### src/common/rv_consts.svh
`ifndef RV_CONSTS_SVH
`define RV_CONSTS_SVH

// ----------------------------------------
// Machine widths
// ----------------------------------------

// Data word and address width
`define RV_XLEN 32

// Integer register count, x0 included
`define RV_NREGS 32

// First fetch address after reset
`define RV_RESET_PC 32'h0000_0000

// ----------------------------------------
// Major opcodes, instr[6:0]
// ----------------------------------------

`define RV_OP_LUI    7'b0110111
`define RV_OP_JAL    7'b1101111
`define RV_OP_BRANCH 7'b1100011
`define RV_OP_LOAD   7'b0000011
`define RV_OP_STORE  7'b0100011
`define RV_OP_OPIMM  7'b0010011
`define RV_OP_OP     7'b0110011

// ----------------------------------------
// Special words
// ----------------------------------------

// Full EBREAK encoding, matched as a whole word
`define RV_EBREAK 32'h0010_0073

`endif

### src/common/rv_pkg.sv
`default_nettype none

`include "rv_consts.svh"

package rv_pkg;

  // ----------------------------------------
  // Vector types
  // ----------------------------------------

  typedef logic [`RV_XLEN-1:0]          word_t;
  typedef logic [31:0]                  instr_t;
  typedef logic [$clog2(`RV_NREGS)-1:0] reg_addr_t;

  // ----------------------------------------
  // Control encodings
  // ----------------------------------------

  typedef enum logic [3:0] {
    ALU_ADD,
    ALU_SUB,
    ALU_AND,
    ALU_OR,
    ALU_XOR,
    ALU_SLT,
    ALU_SLTU,
    ALU_SLL,
    ALU_SRL,
    ALU_SRA
  } alu_op_e;

  // First ALU operand; zero serves LUI
  typedef enum logic [1:0] {A_RS1, A_ZERO, A_PC} alu_a_e;

  typedef enum logic {B_RS2, B_IMM} alu_b_e;

  typedef enum logic [1:0] {RES_ALU, RES_MEM, RES_PC4} res_src_e;

  // Values follow the branch funct3 field
  typedef enum logic [2:0] {
    BR_EQ  = 3'b000,
    BR_NE  = 3'b001,
    BR_LT  = 3'b100,
    BR_GE  = 3'b101,
    BR_LTU = 3'b110,
    BR_GEU = 3'b111
  } br_cond_e;

  typedef struct packed {
    logic     reg_write;
    logic     mem_write;
    logic     is_branch;
    logic     is_jump;
    logic     is_ebreak;
    alu_op_e  alu_op;
    alu_a_e   alu_a;
    alu_b_e   alu_b;
    res_src_e res_src;
    br_cond_e br_cond;
  } ctrl_t;

  typedef struct packed {
    ctrl_t     ctrl;
    reg_addr_t rs1;
    reg_addr_t rs2;
    reg_addr_t rd;
    word_t     imm;
  } decoded_t;

endpackage

`default_nettype wire

### src/decode/rv_decode.sv
`default_nettype none
`timescale 1ns/100ps

`include "rv_consts.svh"

module rv_decode (
  input  rv_pkg::instr_t   instr,
  output rv_pkg::decoded_t dec
);
  import rv_pkg::*;

  logic [6:0] opcode;
  logic [2:0] funct3;
  logic [6:0] funct7;
  logic       f7_zero;
  logic       f7_alt;
  word_t      imm_i;
  word_t      imm_s;
  word_t      imm_b;
  word_t      imm_u;
  word_t      imm_j;
  word_t      imm;
  ctrl_t      ctrl;

  assign opcode  = instr[6:0];
  assign funct3  = instr[14:12];
  assign funct7  = instr[31:25];
  assign f7_zero = (funct7 == 7'b0000000);
  assign f7_alt  = (funct7 == 7'b0100000);

  // ----------------------------------------
  // Immediate formats
  // ----------------------------------------

  assign imm_i = {{20{instr[31]}}, instr[31:20]};
  assign imm_s = {{20{instr[31]}}, instr[31:25], instr[11:7]};
  assign imm_b = {{20{instr[31]}}, instr[7], instr[30:25], instr[11:8], 1'b0};
  assign imm_u = {instr[31:12], 12'h000};
  assign imm_j = {{12{instr[31]}}, instr[19:12], instr[20], instr[30:21], 1'b0};

  always_comb begin
    case (opcode)
      `RV_OP_LUI:    imm = imm_u;
      `RV_OP_JAL:    imm = imm_j;
      `RV_OP_BRANCH: imm = imm_b;
      `RV_OP_STORE:  imm = imm_s;
      default:       imm = imm_i;
    endcase
  end

  // ----------------------------------------
  // Control word
  // ----------------------------------------

  // Shared by register and immediate forms; alt picks SUB or SRA
  function automatic alu_op_e alu_from_funct(input logic [2:0] f3, input logic alt);
    alu_op_e op;
    case (f3)
      3'b000:  op = alt ? ALU_SUB : ALU_ADD;
      3'b001:  op = ALU_SLL;
      3'b010:  op = ALU_SLT;
      3'b011:  op = ALU_SLTU;
      3'b100:  op = ALU_XOR;
      3'b101:  op = alt ? ALU_SRA : ALU_SRL;
      3'b110:  op = ALU_OR;
      default: op = ALU_AND;
    endcase
    return op;
  endfunction

  // Anything not matched below stays a NOP
  always_comb begin
    ctrl = '0;
    ctrl.alu_op  = ALU_ADD;
    ctrl.alu_a   = A_RS1;
    ctrl.alu_b   = B_RS2;
    ctrl.res_src = RES_ALU;
    ctrl.br_cond = BR_EQ;
    case (opcode)
      `RV_OP_LUI: begin
        ctrl.reg_write = 1'b1;
        ctrl.alu_a     = A_ZERO;
        ctrl.alu_b     = B_IMM;
      end
      `RV_OP_JAL: begin
        ctrl.reg_write = 1'b1;
        ctrl.is_jump   = 1'b1;
        ctrl.res_src   = RES_PC4;
      end
      `RV_OP_BRANCH: begin
        // funct3 010 and 011 are reserved
        if (funct3[2:1] != 2'b01) begin
          ctrl.is_branch = 1'b1;
          ctrl.br_cond   = br_cond_e'(funct3);
        end
      end
      `RV_OP_LOAD: begin
        if (funct3 == 3'b010) begin
          ctrl.reg_write = 1'b1;
          ctrl.alu_b     = B_IMM;
          ctrl.res_src   = RES_MEM;
        end
      end
      `RV_OP_STORE: begin
        if (funct3 == 3'b010) begin
          ctrl.mem_write = 1'b1;
          ctrl.alu_b     = B_IMM;
        end
      end
      `RV_OP_OPIMM: begin
        // Shift immediates carry a funct7 that must be legal
        if ((funct3 != 3'b001 || f7_zero) && (funct3 != 3'b101 || f7_zero || f7_alt)) begin
          ctrl.reg_write = 1'b1;
          ctrl.alu_b     = B_IMM;
          ctrl.alu_op    = alu_from_funct(funct3, (funct3 == 3'b101) && f7_alt);
        end
      end
      `RV_OP_OP: begin
        if (f7_zero || (f7_alt && (funct3 == 3'b000 || funct3 == 3'b101))) begin
          ctrl.reg_write = 1'b1;
          ctrl.alu_op    = alu_from_funct(funct3, f7_alt);
        end
      end
      default: ;
    endcase
    ctrl.is_ebreak = (instr == `RV_EBREAK);
  end

  assign dec.ctrl = ctrl;
  assign dec.rs1  = instr[19:15];
  assign dec.rs2  = instr[24:20];
  assign dec.rd   = instr[11:7];
  assign dec.imm  = imm;

endmodule

`default_nettype wire

### src/design/rv_core.sv
`default_nettype none
`timescale 1ns/100ps

module rv_core (
  input  logic           clk,
  input  logic           arst_n,

  // Instruction port, combinational read
  output rv_pkg::word_t  imem_addr,
  input  rv_pkg::instr_t imem_rdata,

  // Data port, combinational read and clocked write
  output rv_pkg::word_t  dmem_addr,
  output rv_pkg::word_t  dmem_wdata,
  output logic           dmem_we,
  input  rv_pkg::word_t  dmem_rdata,

  output logic           ebreak
);
  import rv_pkg::*;

  word_t    pc;
  word_t    pc_plus4;
  word_t    target;
  logic     pc_sel;
  decoded_t dec;
  word_t    rs1_data;
  word_t    rs2_data;
  logic     rd_we;
  word_t    rd_data;

  assign imem_addr = pc;

  // Halt level, quiet while reset is applied
  assign ebreak = arst_n & dec.ctrl.is_ebreak;

  // ----------------------------------------
  // Fetch and decode
  // ----------------------------------------

  rv_fetch u_fetch (
    .clk      (clk),
    .arst_n   (arst_n),
    .pc_sel   (pc_sel),
    .halt     (dec.ctrl.is_ebreak),
    .target   (target),
    .pc       (pc),
    .pc_plus4 (pc_plus4)
  );

  rv_decode u_decode (
    .instr (imem_rdata),
    .dec   (dec)
  );

  // ----------------------------------------
  // Operands and execute
  // ----------------------------------------

  rv_regfile u_regfile (
    .clk      (clk),
    .arst_n   (arst_n),
    .rs1      (dec.rs1),
    .rs2      (dec.rs2),
    .rd       (dec.rd),
    .rd_we    (rd_we),
    .rd_data  (rd_data),
    .rs1_data (rs1_data),
    .rs2_data (rs2_data)
  );

  rv_execute u_execute (
    .arst_n     (arst_n),
    .dec        (dec),
    .rs1_data   (rs1_data),
    .rs2_data   (rs2_data),
    .pc         (pc),
    .pc_plus4   (pc_plus4),
    .dmem_rdata (dmem_rdata),
    .pc_sel     (pc_sel),
    .rd_we      (rd_we),
    .dmem_we    (dmem_we),
    .target     (target),
    .rd_data    (rd_data),
    .dmem_addr  (dmem_addr),
    .dmem_wdata (dmem_wdata)
  );

endmodule

`default_nettype wire

### src/design/rv_fetch.sv
`default_nettype none
`timescale 1ns/100ps

`include "rv_consts.svh"

module rv_fetch (
  input  logic          clk,
  input  logic          arst_n,
  input  logic          pc_sel,
  input  logic          halt,
  input  rv_pkg::word_t target,
  output rv_pkg::word_t pc,
  output rv_pkg::word_t pc_plus4
);
  import rv_pkg::*;

  word_t next_pc;

  // Sequential address, also the link value for JAL
  assign pc_plus4 = pc + word_t'(4);

  // Taken branch or jump wins, halt freezes the PC
  always_comb begin
    if (pc_sel) begin
      next_pc = target;
    end else if (halt) begin
      next_pc = pc;
    end else begin
      next_pc = pc_plus4;
    end
  end

  always_ff @(posedge clk or negedge arst_n) begin
    if (!arst_n) begin
      pc <= `RV_RESET_PC;
    end else begin
      pc <= next_pc;
    end
  end

endmodule

`default_nettype wire

### src/design/rv_regfile.sv
`default_nettype none
`timescale 1ns/100ps

`include "rv_consts.svh"

module rv_regfile (
  input  logic              clk,
  input  logic              arst_n,
  input  rv_pkg::reg_addr_t rs1,
  input  rv_pkg::reg_addr_t rs2,
  input  rv_pkg::reg_addr_t rd,
  input  logic              rd_we,
  input  rv_pkg::word_t     rd_data,
  output rv_pkg::word_t     rs1_data,
  output rv_pkg::word_t     rs2_data
);
  import rv_pkg::*;

  word_t regs [`RV_NREGS];

  // Single write port; x0 is never written so it keeps its reset zero
  always_ff @(posedge clk or negedge arst_n) begin
    if (!arst_n) begin
      for (int i = 0; i < `RV_NREGS; i++) begin
        regs[i] <= '0;
      end
    end else if (rd_we && (rd != '0)) begin
      regs[rd] <= rd_data;
    end
  end

  // Asynchronous read ports
  assign rs1_data = regs[rs1];
  assign rs2_data = regs[rs2];

endmodule

`default_nettype wire

### src/execute/rv_execute.sv
`default_nettype none
`timescale 1ns/100ps

module rv_execute (
  input  logic             arst_n,
  input  rv_pkg::decoded_t dec,
  input  rv_pkg::word_t    rs1_data,
  input  rv_pkg::word_t    rs2_data,
  input  rv_pkg::word_t    pc,
  input  rv_pkg::word_t    pc_plus4,
  input  rv_pkg::word_t    dmem_rdata,
  output logic             pc_sel,
  output logic             rd_we,
  output logic             dmem_we,
  output rv_pkg::word_t    target,
  output rv_pkg::word_t    rd_data,
  output rv_pkg::word_t    dmem_addr,
  output rv_pkg::word_t    dmem_wdata
);
  import rv_pkg::*;

  word_t      alu_a;
  word_t      alu_b;
  word_t      alu_res;
  logic [4:0] shamt;
  logic       rs_eq;
  logic       rs_lt;
  logic       rs_ltu;
  logic       br_taken;

  // ----------------------------------------
  // Operands and ALU
  // ----------------------------------------

  always_comb begin
    case (dec.ctrl.alu_a)
      A_ZERO:  alu_a = '0;
      default: alu_a = rs1_data;
    endcase
  end

  assign alu_b = (dec.ctrl.alu_b == B_IMM) ? dec.imm : rs2_data;
  assign shamt = alu_b[4:0];

  always_comb begin
    case (dec.ctrl.alu_op)
      ALU_SUB:  alu_res = alu_a - alu_b;
      ALU_AND:  alu_res = alu_a & alu_b;
      ALU_OR:   alu_res = alu_a | alu_b;
      ALU_XOR:  alu_res = alu_a ^ alu_b;
      ALU_SLT:  alu_res = word_t'($signed(alu_a) < $signed(alu_b));
      ALU_SLTU: alu_res = word_t'(alu_a < alu_b);
      ALU_SLL:  alu_res = alu_a << shamt;
      ALU_SRL:  alu_res = alu_a >> shamt;
      ALU_SRA:  alu_res = word_t'($signed(alu_a) >>> shamt);
      default:  alu_res = alu_a + alu_b;
    endcase
  end

  // ----------------------------------------
  // Branch and jump
  // ----------------------------------------

  assign rs_eq  = (rs1_data == rs2_data);
  assign rs_lt  = ($signed(rs1_data) < $signed(rs2_data));
  assign rs_ltu = (rs1_data < rs2_data);

  always_comb begin
    case (dec.ctrl.br_cond)
      BR_EQ:   br_taken = rs_eq;
      BR_NE:   br_taken = !rs_eq;
      BR_LT:   br_taken = rs_lt;
      BR_GE:   br_taken = !rs_lt;
      BR_LTU:  br_taken = rs_ltu;
      BR_GEU:  br_taken = !rs_ltu;
      default: br_taken = 1'b0;
    endcase
  end

  // Same PC-relative adder for JAL and all branches
  assign target = pc + dec.imm;
  assign pc_sel = dec.ctrl.is_jump | (dec.ctrl.is_branch & br_taken);

  // ----------------------------------------
  // Memory and write-back
  // ----------------------------------------

  assign dmem_addr  = alu_res;
  assign dmem_wdata = rs2_data;
  assign dmem_we    = arst_n & dec.ctrl.mem_write;

  always_comb begin
    case (dec.ctrl.res_src)
      RES_MEM: rd_data = dmem_rdata;
      RES_PC4: rd_data = pc_plus4;
      default: rd_data = alu_res;
    endcase
  end

  assign rd_we = arst_n & dec.ctrl.reg_write;

endmodule

`default_nettype wire

### config.mk
export PLATFORM = sky130hd
export DESIGN_NAME = rv_core
export DESIGN_NICKNAME = d
export VERILOG_FILES = /design/src/common/rv_pkg.sv /design/src/decode/rv_decode.sv /design/src/design/rv_core.sv /design/src/design/rv_fetch.sv /design/src/design/rv_regfile.sv /design/src/execute/rv_execute.sv
export VERILOG_INCLUDE_DIRS = /design/src /design/src/common
export SDC_FILE = /design/constraint.sdc
export NUM_CORES = 2
export LEC_CHECK = 0
export ABC_CLOCK_PERIOD_IN_PS = 11690
export BUFFER_PORTS_ARGS = -buffer_cell sky130_fd_sc_hd__buf_2
export CORE_MARGIN = 1
export CORE_UTILIZATION = 33
export CTS_CLUSTER_DIAMETER = 60
export CTS_CLUSTER_SIZE = 24
export DETAILED_ROUTE_END_ITERATION = 12
export PLACE_DENSITY_LB_ADDON = 0.3
export SLEW_MARGIN = 10
export SYNTH_ARGS = -nofsm -noshare
export SYNTH_HDL_FRONTEND = slang
export SYNTH_HIERARCHICAL = 1
export SYNTH_SLANG_ARGS = --single-unit
### constraint.sdc
create_clock -name clk -period 11.69 [get_ports clk]
set_clock_uncertainty 0.1 [all_clocks]
set_input_delay 2.338 -clock clk [delete_from_list [all_inputs] [get_ports clk]]
set_output_delay 2.338 -clock clk [all_outputs]
set_load 0.01 [all_outputs]
# ---- Word-level counts from Yosys, hierarchy flattened
# Index checks and enable logic that the tools add are counted.
dict set report totals {
  elab_cells 154
  ff_bits 1056
  output_inout_bits 98
  in_bits 66
}
dict set report op_classes {
  bitwise 11
  reduce_logical 18
  muxes 40
  n_eq_ne 37
  add_sub_neg 4
  shifts 3
  n_lt_le_gt_ge 8
}
# operator n
set op_table {}
lappend op_table {{1024-bit bitwise mux} 1}
lappend op_table {{32-bit binary-select mux with 5-bit select} 2}
lappend op_table {{32-bit two-way mux} 9}
lappend op_table {{32-bit case mux with 9 select lines} 1}
lappend op_table {{32-bit demux with 5-bit select} 1}
lappend op_table {{32-bit < comparator} 4}
lappend op_table {{31-bit case mux with 4 select lines} 1}
lappend op_table {{32-bit adder} 2}
lappend op_table {{32-bit case mux with 2 select lines} 1}
lappend op_table {{4-bit case mux with 7 select lines} 2}
lappend op_table {{32-bit by 3-bit adder with 32-bit output, second input constant} 1}
lappend op_table {{32-bit bitwise AND} 1}
lappend op_table {{32-bit by 21-bit equality test with 1-bit output, second input constant} 1}
lappend op_table {{32-bit equality test} 1}
lappend op_table {{32-bit bitwise OR} 1}
lappend op_table {{32-bit by 5-bit left shift with 32-bit output} 1}
lappend op_table {{32-bit by 5-bit right shift with 32-bit output} 1}
lappend op_table {{32-bit by 5-bit >>> shifter with 32-bit output} 1}
lappend op_table {{32-bit subtractor} 1}
lappend op_table {{32-bit XOR} 1}
lappend op_table {{7-bit by 6-bit equality test with 1-bit output, second input constant} 4}
lappend op_table {{3-bit equality test, second input constant} 7}
lappend op_table {{6-bit greater-or-equal comparator, second input constant} 3}
lappend op_table {{5-bit inverter with 6-bit output} 3}
lappend op_table {{33 further kinds} 70}

# ---- Depth between registers and ports, before layout
dict set report depth {
  ltp_word 11
  mapped_depth 28
  depth_no_buf 21
}

# ---- By module
# The synthesis kept the hierarchy.
# module instances area_per_inst_um2 seq_area_each_um2 cells_each
set modules_own_cells {}
lappend modules_own_cells {rv_regfile 1 55921.1 25624.6 4601}
lappend modules_own_cells {rv_execute 1 12588.3 0.0 1963}
lappend modules_own_cells {rv_fetch 1 2367.3 800.8 280}
lappend modules_own_cells {rv_decode 1 883.3 0.0 130}
lappend modules_own_cells {rv_core 1 6.3 0.0 1}

# ---- Worst setup path before layout
# OpenSTA, ideal clock, no wires.
dict set report synth_timing {
  kind {in2out}
  from {input port imem_rdata[2]}
  to {output port dmem_addr[18]}
  required_ns 9.252
  arrival_time_ns 7.534
  cell_stages 22
  path_slack_ns 1.718
  n_path_buf 6
  cell_sequence {or2_1 buf_6 or2_0 or4_4 o311ai_0 buf_6 mux2_4 buf_12 buf_6 clkbuf_1 buf_2 ha_1 fa_1 a211o_1 a41oi_2 a21oi_1 a31oi_2 o21ai_1 a31o_2 a221oi_1 a21oi_1 or4_1}
}
# element line_no
set synth_lines {}
lappend synth_lines {{start, declared} rv_core.sv:10} ;# input rv_pkg::instr_t imem_rdata,
lappend synth_lines {{end, declared} rv_core.sv:13} ;# output rv_pkg::word_t dmem_addr,

# ---- Worst setup path in the final report
dict set report layout_timing {
  from {input port imem_rdata[21]}
  to {output port dmem_addr[28]}
}
dict set report layout_via {
  elab_chain_cells 7
  word_cells_on_any_way 15
  cone_classes {add/sub (2); shift (3); mux (6); bitwise (4)}
}
# element line_no
set layout_lines {}
lappend layout_lines {{5-bit inverter with 6-bit output (not written as such)} rv_regfile.sv:34} ;# assign rs2_data = regs[rs2];
lappend layout_lines {{32-bit binary-select mux with 5-bit select} rv_regfile.sv:34}
lappend layout_lines {{32-bit two-way mux (not written as such) (2 in a row)} rv_regfile.sv:34}
lappend layout_lines {{32-bit two-way mux (*)} rv_execute.sv:42} ;# assign alu_b = (dec.ctrl.alu_b == B_IMM) ? dec.imm : rs2_data;
lappend layout_lines {{32-bit adder, or another cell as far along} rv_execute.sv:56} ;# default: alu_res = alu_a + alu_b;
lappend layout_lines {{32-bit case mux with 9 select lines (*)} rv_execute.sv:46} ;# case (dec.ctrl.alu_op)
# Every way passes the cells marked *; elsewhere a longest branch is shown, timed or not. The select of a mux whose other input is x is not followed.

==> impl_metrics.py <==
metrics = {
    "run_status": {
        "status": "complete, no violations",
    },
    "cells_and_area": {
        "final_cells": 9685,
        "drive_gt1_share_pct": 24.3,
        "layout_commonest_cell": "dfrtp_1",
        "nFillCells": 21500,
        "area_delta_synth_final_pct": 8.97,
        "register_area_um2": 26400,
        "final_cell_mix": "dfrtp_1, mux2i_1, mux2_2",
        "multi_input_area_um2": 41300,
        "final_nets": 6991,
    },
    "cts": {
        "clk_pin_slew_ps": 70,
        "cts-htree-levels": 3,
        "numCtsBuffers": 94,
        "tritoncts": "yes",
        "clock_sinks": 1056,
        "ctsHoldBuffers": 0,
        "clk_path_buf_depth": 3,
        "ctsResizeCount": 0,
        "clk-insertion-delay-late_ps": 780,
        "postCtsSetupRepairBufs": 0,
        "clk_root_buffer_cell": "clkbuf_16",
    },
    "floorplanning": {
        "die_x_um": 468,
        "num_rows": 170,
        "core_um2": 215000,
        "io_pins": 164,
        "die_area_um2": 219000,
        "die_height_um": 468,
        "start_util_pct": 33.3,
    },
    "synthesis": {
        "syn_avg_cell_area_um2": 10.3,
        "yosys_warnings": 6,
        "syn_nets": 7207,
        "synth_ff_type": "dfrtp_1",
        "synthCells": 6975,
        "synth-edff-count": 0,
        "yosys_register_bits": 1056,
        "ys_types": 111,
        "async_reset_ff_share_pct": 100,
        "syn_area_um2": 71800,
        "ys_seq_area_share_pct": 36.8,
    },
    "timing": {
        "relSlewSlack_pct": 13.5,
        "final-hold-violation-count": 0,
        "worst_pin_slew_ps": 1300,
        "fin_setup_tns_ps": 0,
        "period_share_pct": 94.6,
        "final-max-slew-violation-count": 0,
        "clock.fmax_mhz": 90.4,
        "finalSetupViolations": 0,
        "rsz0062_at_grt": "false",
        "period_minus_slack_ps": 11060,
    },
    "setup_path": {
        "cp.required_ps": 9250,
        "end_kind": "primary output",
        "slowest_stage": "mux2_2",
        "crit_chain": "buf_8 -> buf_12 -> mux2i_1 -> a21oi_1 -> nand3_1 -> nand3_1 -> mux2_2 -> ha_1 -> a211o_1 -> a41oi_2 -> a21oi_1 -> a31oi_2 -> o31ai_1 -> nand4_1 -> a211o_1 -> mux2_2 -> a22oi_1 -> nand2_1 -> buf_2",
        "path_max_fanout": 67,
        "cp-start-kind": "input pin",
        "critPathKind": "in2out",
        "arrival_ps": 8620,
        "slowest_delay_ps": 670,
    },
    "drt": {
        "ant_nets": 0,
        "wl_per_cell_um": 30.4,
        "vias": 59200,
        "vias_per_cell": 6.11,
        "drc": 0,
        "drtIter0Drc": 6694,
        "drtPass1Iterations": 6,
        "finalWirelength_um": 294000,
    },
    "global_route": {
        "antenna_found_initial": 9,
        "grt_pass1_wl_um": 419000,
        "grt_max_degree": 166,
        "overflow": 0,
        "grt_usage_pct": 26.1,
        "first_global_vias": 57500,
    },
    "hold_path": {
        "worstHoldPathType": "reg2reg",
    },
    "power": {
        "pwr-share-comb_pct": 29.5,
        "pwr-share-clk_pct": 33.2,
        "peakVddDrop_v": 0.000115,
        "sequentialPowerShare_pct": 37.3,
        "p_int_uw": 6440,
        "p_sw_share_pct": 38.4,
        "p_per_area_nw_per_um2": 134,
        "p_switching_uw": 4020,
        "p_leak_uw": 0.0374,
    },
    "placed_design": {
        "dpl.hpwl_um": 190000,
        "placed_cells": 9501,
        "gp_congestion": 0.994,
        "portBuffers": 163,
    },
    "job": {
        "cap_violations": 0,
    },
}
[layer usage]
metal | vias to the layer above | routed length (µm) | global-route usage [%]
met4 | 2 | 16100 | 13.3
met5 | - | 16 | 0
met1 | 30500 | 126000 | 35.4
li1 | 25300 | - | -
met2 | 2812 | 129000 | 39.6
met3 | 590 | 23400 | 4.49
[stage by stage]
stage / total power, µW / setup WS, ps / cell area [µm²] / hold slack (ps) / util [%]
3_5_place_dp: 6960 / 851 / 74800 / 288 / 34.7
5_1_grt: 10900 / 464 / 78200 / 317 / 36.3
6_report: 10500 / 634 / 78200 / 301 / 36.3
2_1_floorplan: 5780 / 1720 / 71800 / 349 / -
3_3_place_gp: 6940 / 904 / 74700 / 284 / 34.7
4_1_cts: 10400 / 827 / 78200 / 304 / 36.3
[cells in the mapped netlist (23+ instances only)]
cell      number  area share (%)
o21ai_0      168             1.2
mux2_2       967              15
inv_1        144            0.75
o22ai_1       42            0.37
a22oi_1      216             2.3
xnor2_1       52            0.63
buf_6         55            0.86
o31ai_1       34            0.36
a221oi_1      29            0.35
nand4_1       38            0.33
xor2_1        36            0.44
a211oi_1      27            0.28
a221o_1       28            0.39
mux2_1        37            0.58
ha_1         163             2.8
dfrtp_1     1056              37
o21a_1        33            0.35
a21o_1        65            0.68
nor2_1       203             1.1
buf_1         37            0.19
nor4_1        29            0.25
nand3_1      279             1.9
nor2b_1       23            0.20
a21oi_1      381             2.7
buf_2        152             1.1
and2_1        39            0.34
nand2b_1      27            0.24
nand2_1      424             2.2
clkbuf_1     334             1.7
mux2i_1     1057              15
buf_4        117             1.2
a22o_1       133             1.6
a31oi_1      112            0.98
o211ai_1      28            0.29
nor3_1       123            0.86
[power groups by stage]
stage	Clock (µW)	Combinational, µW	Sequential, µW
final	3470	3090	3910
after detailed placement	0	2990	3970
after global routing	3680	3260	3920
after global placement	0	2980	3960
after CTS	3540	3000	3900
after floorplan	0	1870	3910
[cell families (layout without fill, tap and decap cells)]
kind of cell / count (synthesis) / in the layout / synth area share, %
AOI/OAI and AO/OA: 1419 / 1419 / 13.3
adders and majority gates: 166 / 166 / 2.93
DFF: 1056 / 1056 / 36.8
xor gates and xnor gates: 88 / 88 / 1.07
muxes: 2077 / 2077 / 31.0
buffers and inverters: 846 / 711 / 5.91
and+or+nand+nor: 1322 / 1322 / 8.99
other: 1 / 8 / 0.00523
[path summary, 6_finish.rpt]
path                                 startpoint              endpoint  slack [ps]  cells past startpoint
setup / recovery                 imem_rdata[21]         dmem_addr[28]         630                     19
hold / removal             u_regfile/regs[1001]  u_regfile/regs[1001]         300                      0
setup reg to reg            u_regfile/regs[770]   u_regfile/regs[445]        4700                     18
hold reg to reg            u_regfile/regs[1001]  u_regfile/regs[1001]         300                      0
max in group asynchronous                arst_n   u_regfile/regs[588]        6290                      5
min in group asynchronous                arst_n   u_regfile/regs[568]        1430                      1
[flip-flops by register name, summed over array words and instances, names as in the netlist]
register and cells:
u_regfile/regs 1024, u_fetch/pc 32
[area by class of cell]
class                           instances  area share, %
Antenna cell                            7         0.0224
Clock buffer                          102           3.17
Clock inverter                         75           1.22
Inverter                              149          0.722
Multi-Input combinational cell       5073           52.9
Sequential cell                      1056           33.8
Tap cell                             2838           4.54
Timing Repair Buffer                  385           3.66
[worst max-delay path, delay by kind of cell]
kind | cells | cell delay (ps)
buf+inv | 3 | 1030
simple gates | 4 | 1070
fa+ha+maj | 1 | 480
compound gates | 8 | 2320
mux | 3 | 1180
No activity file was read; power rests on OpenSTA's default activity.
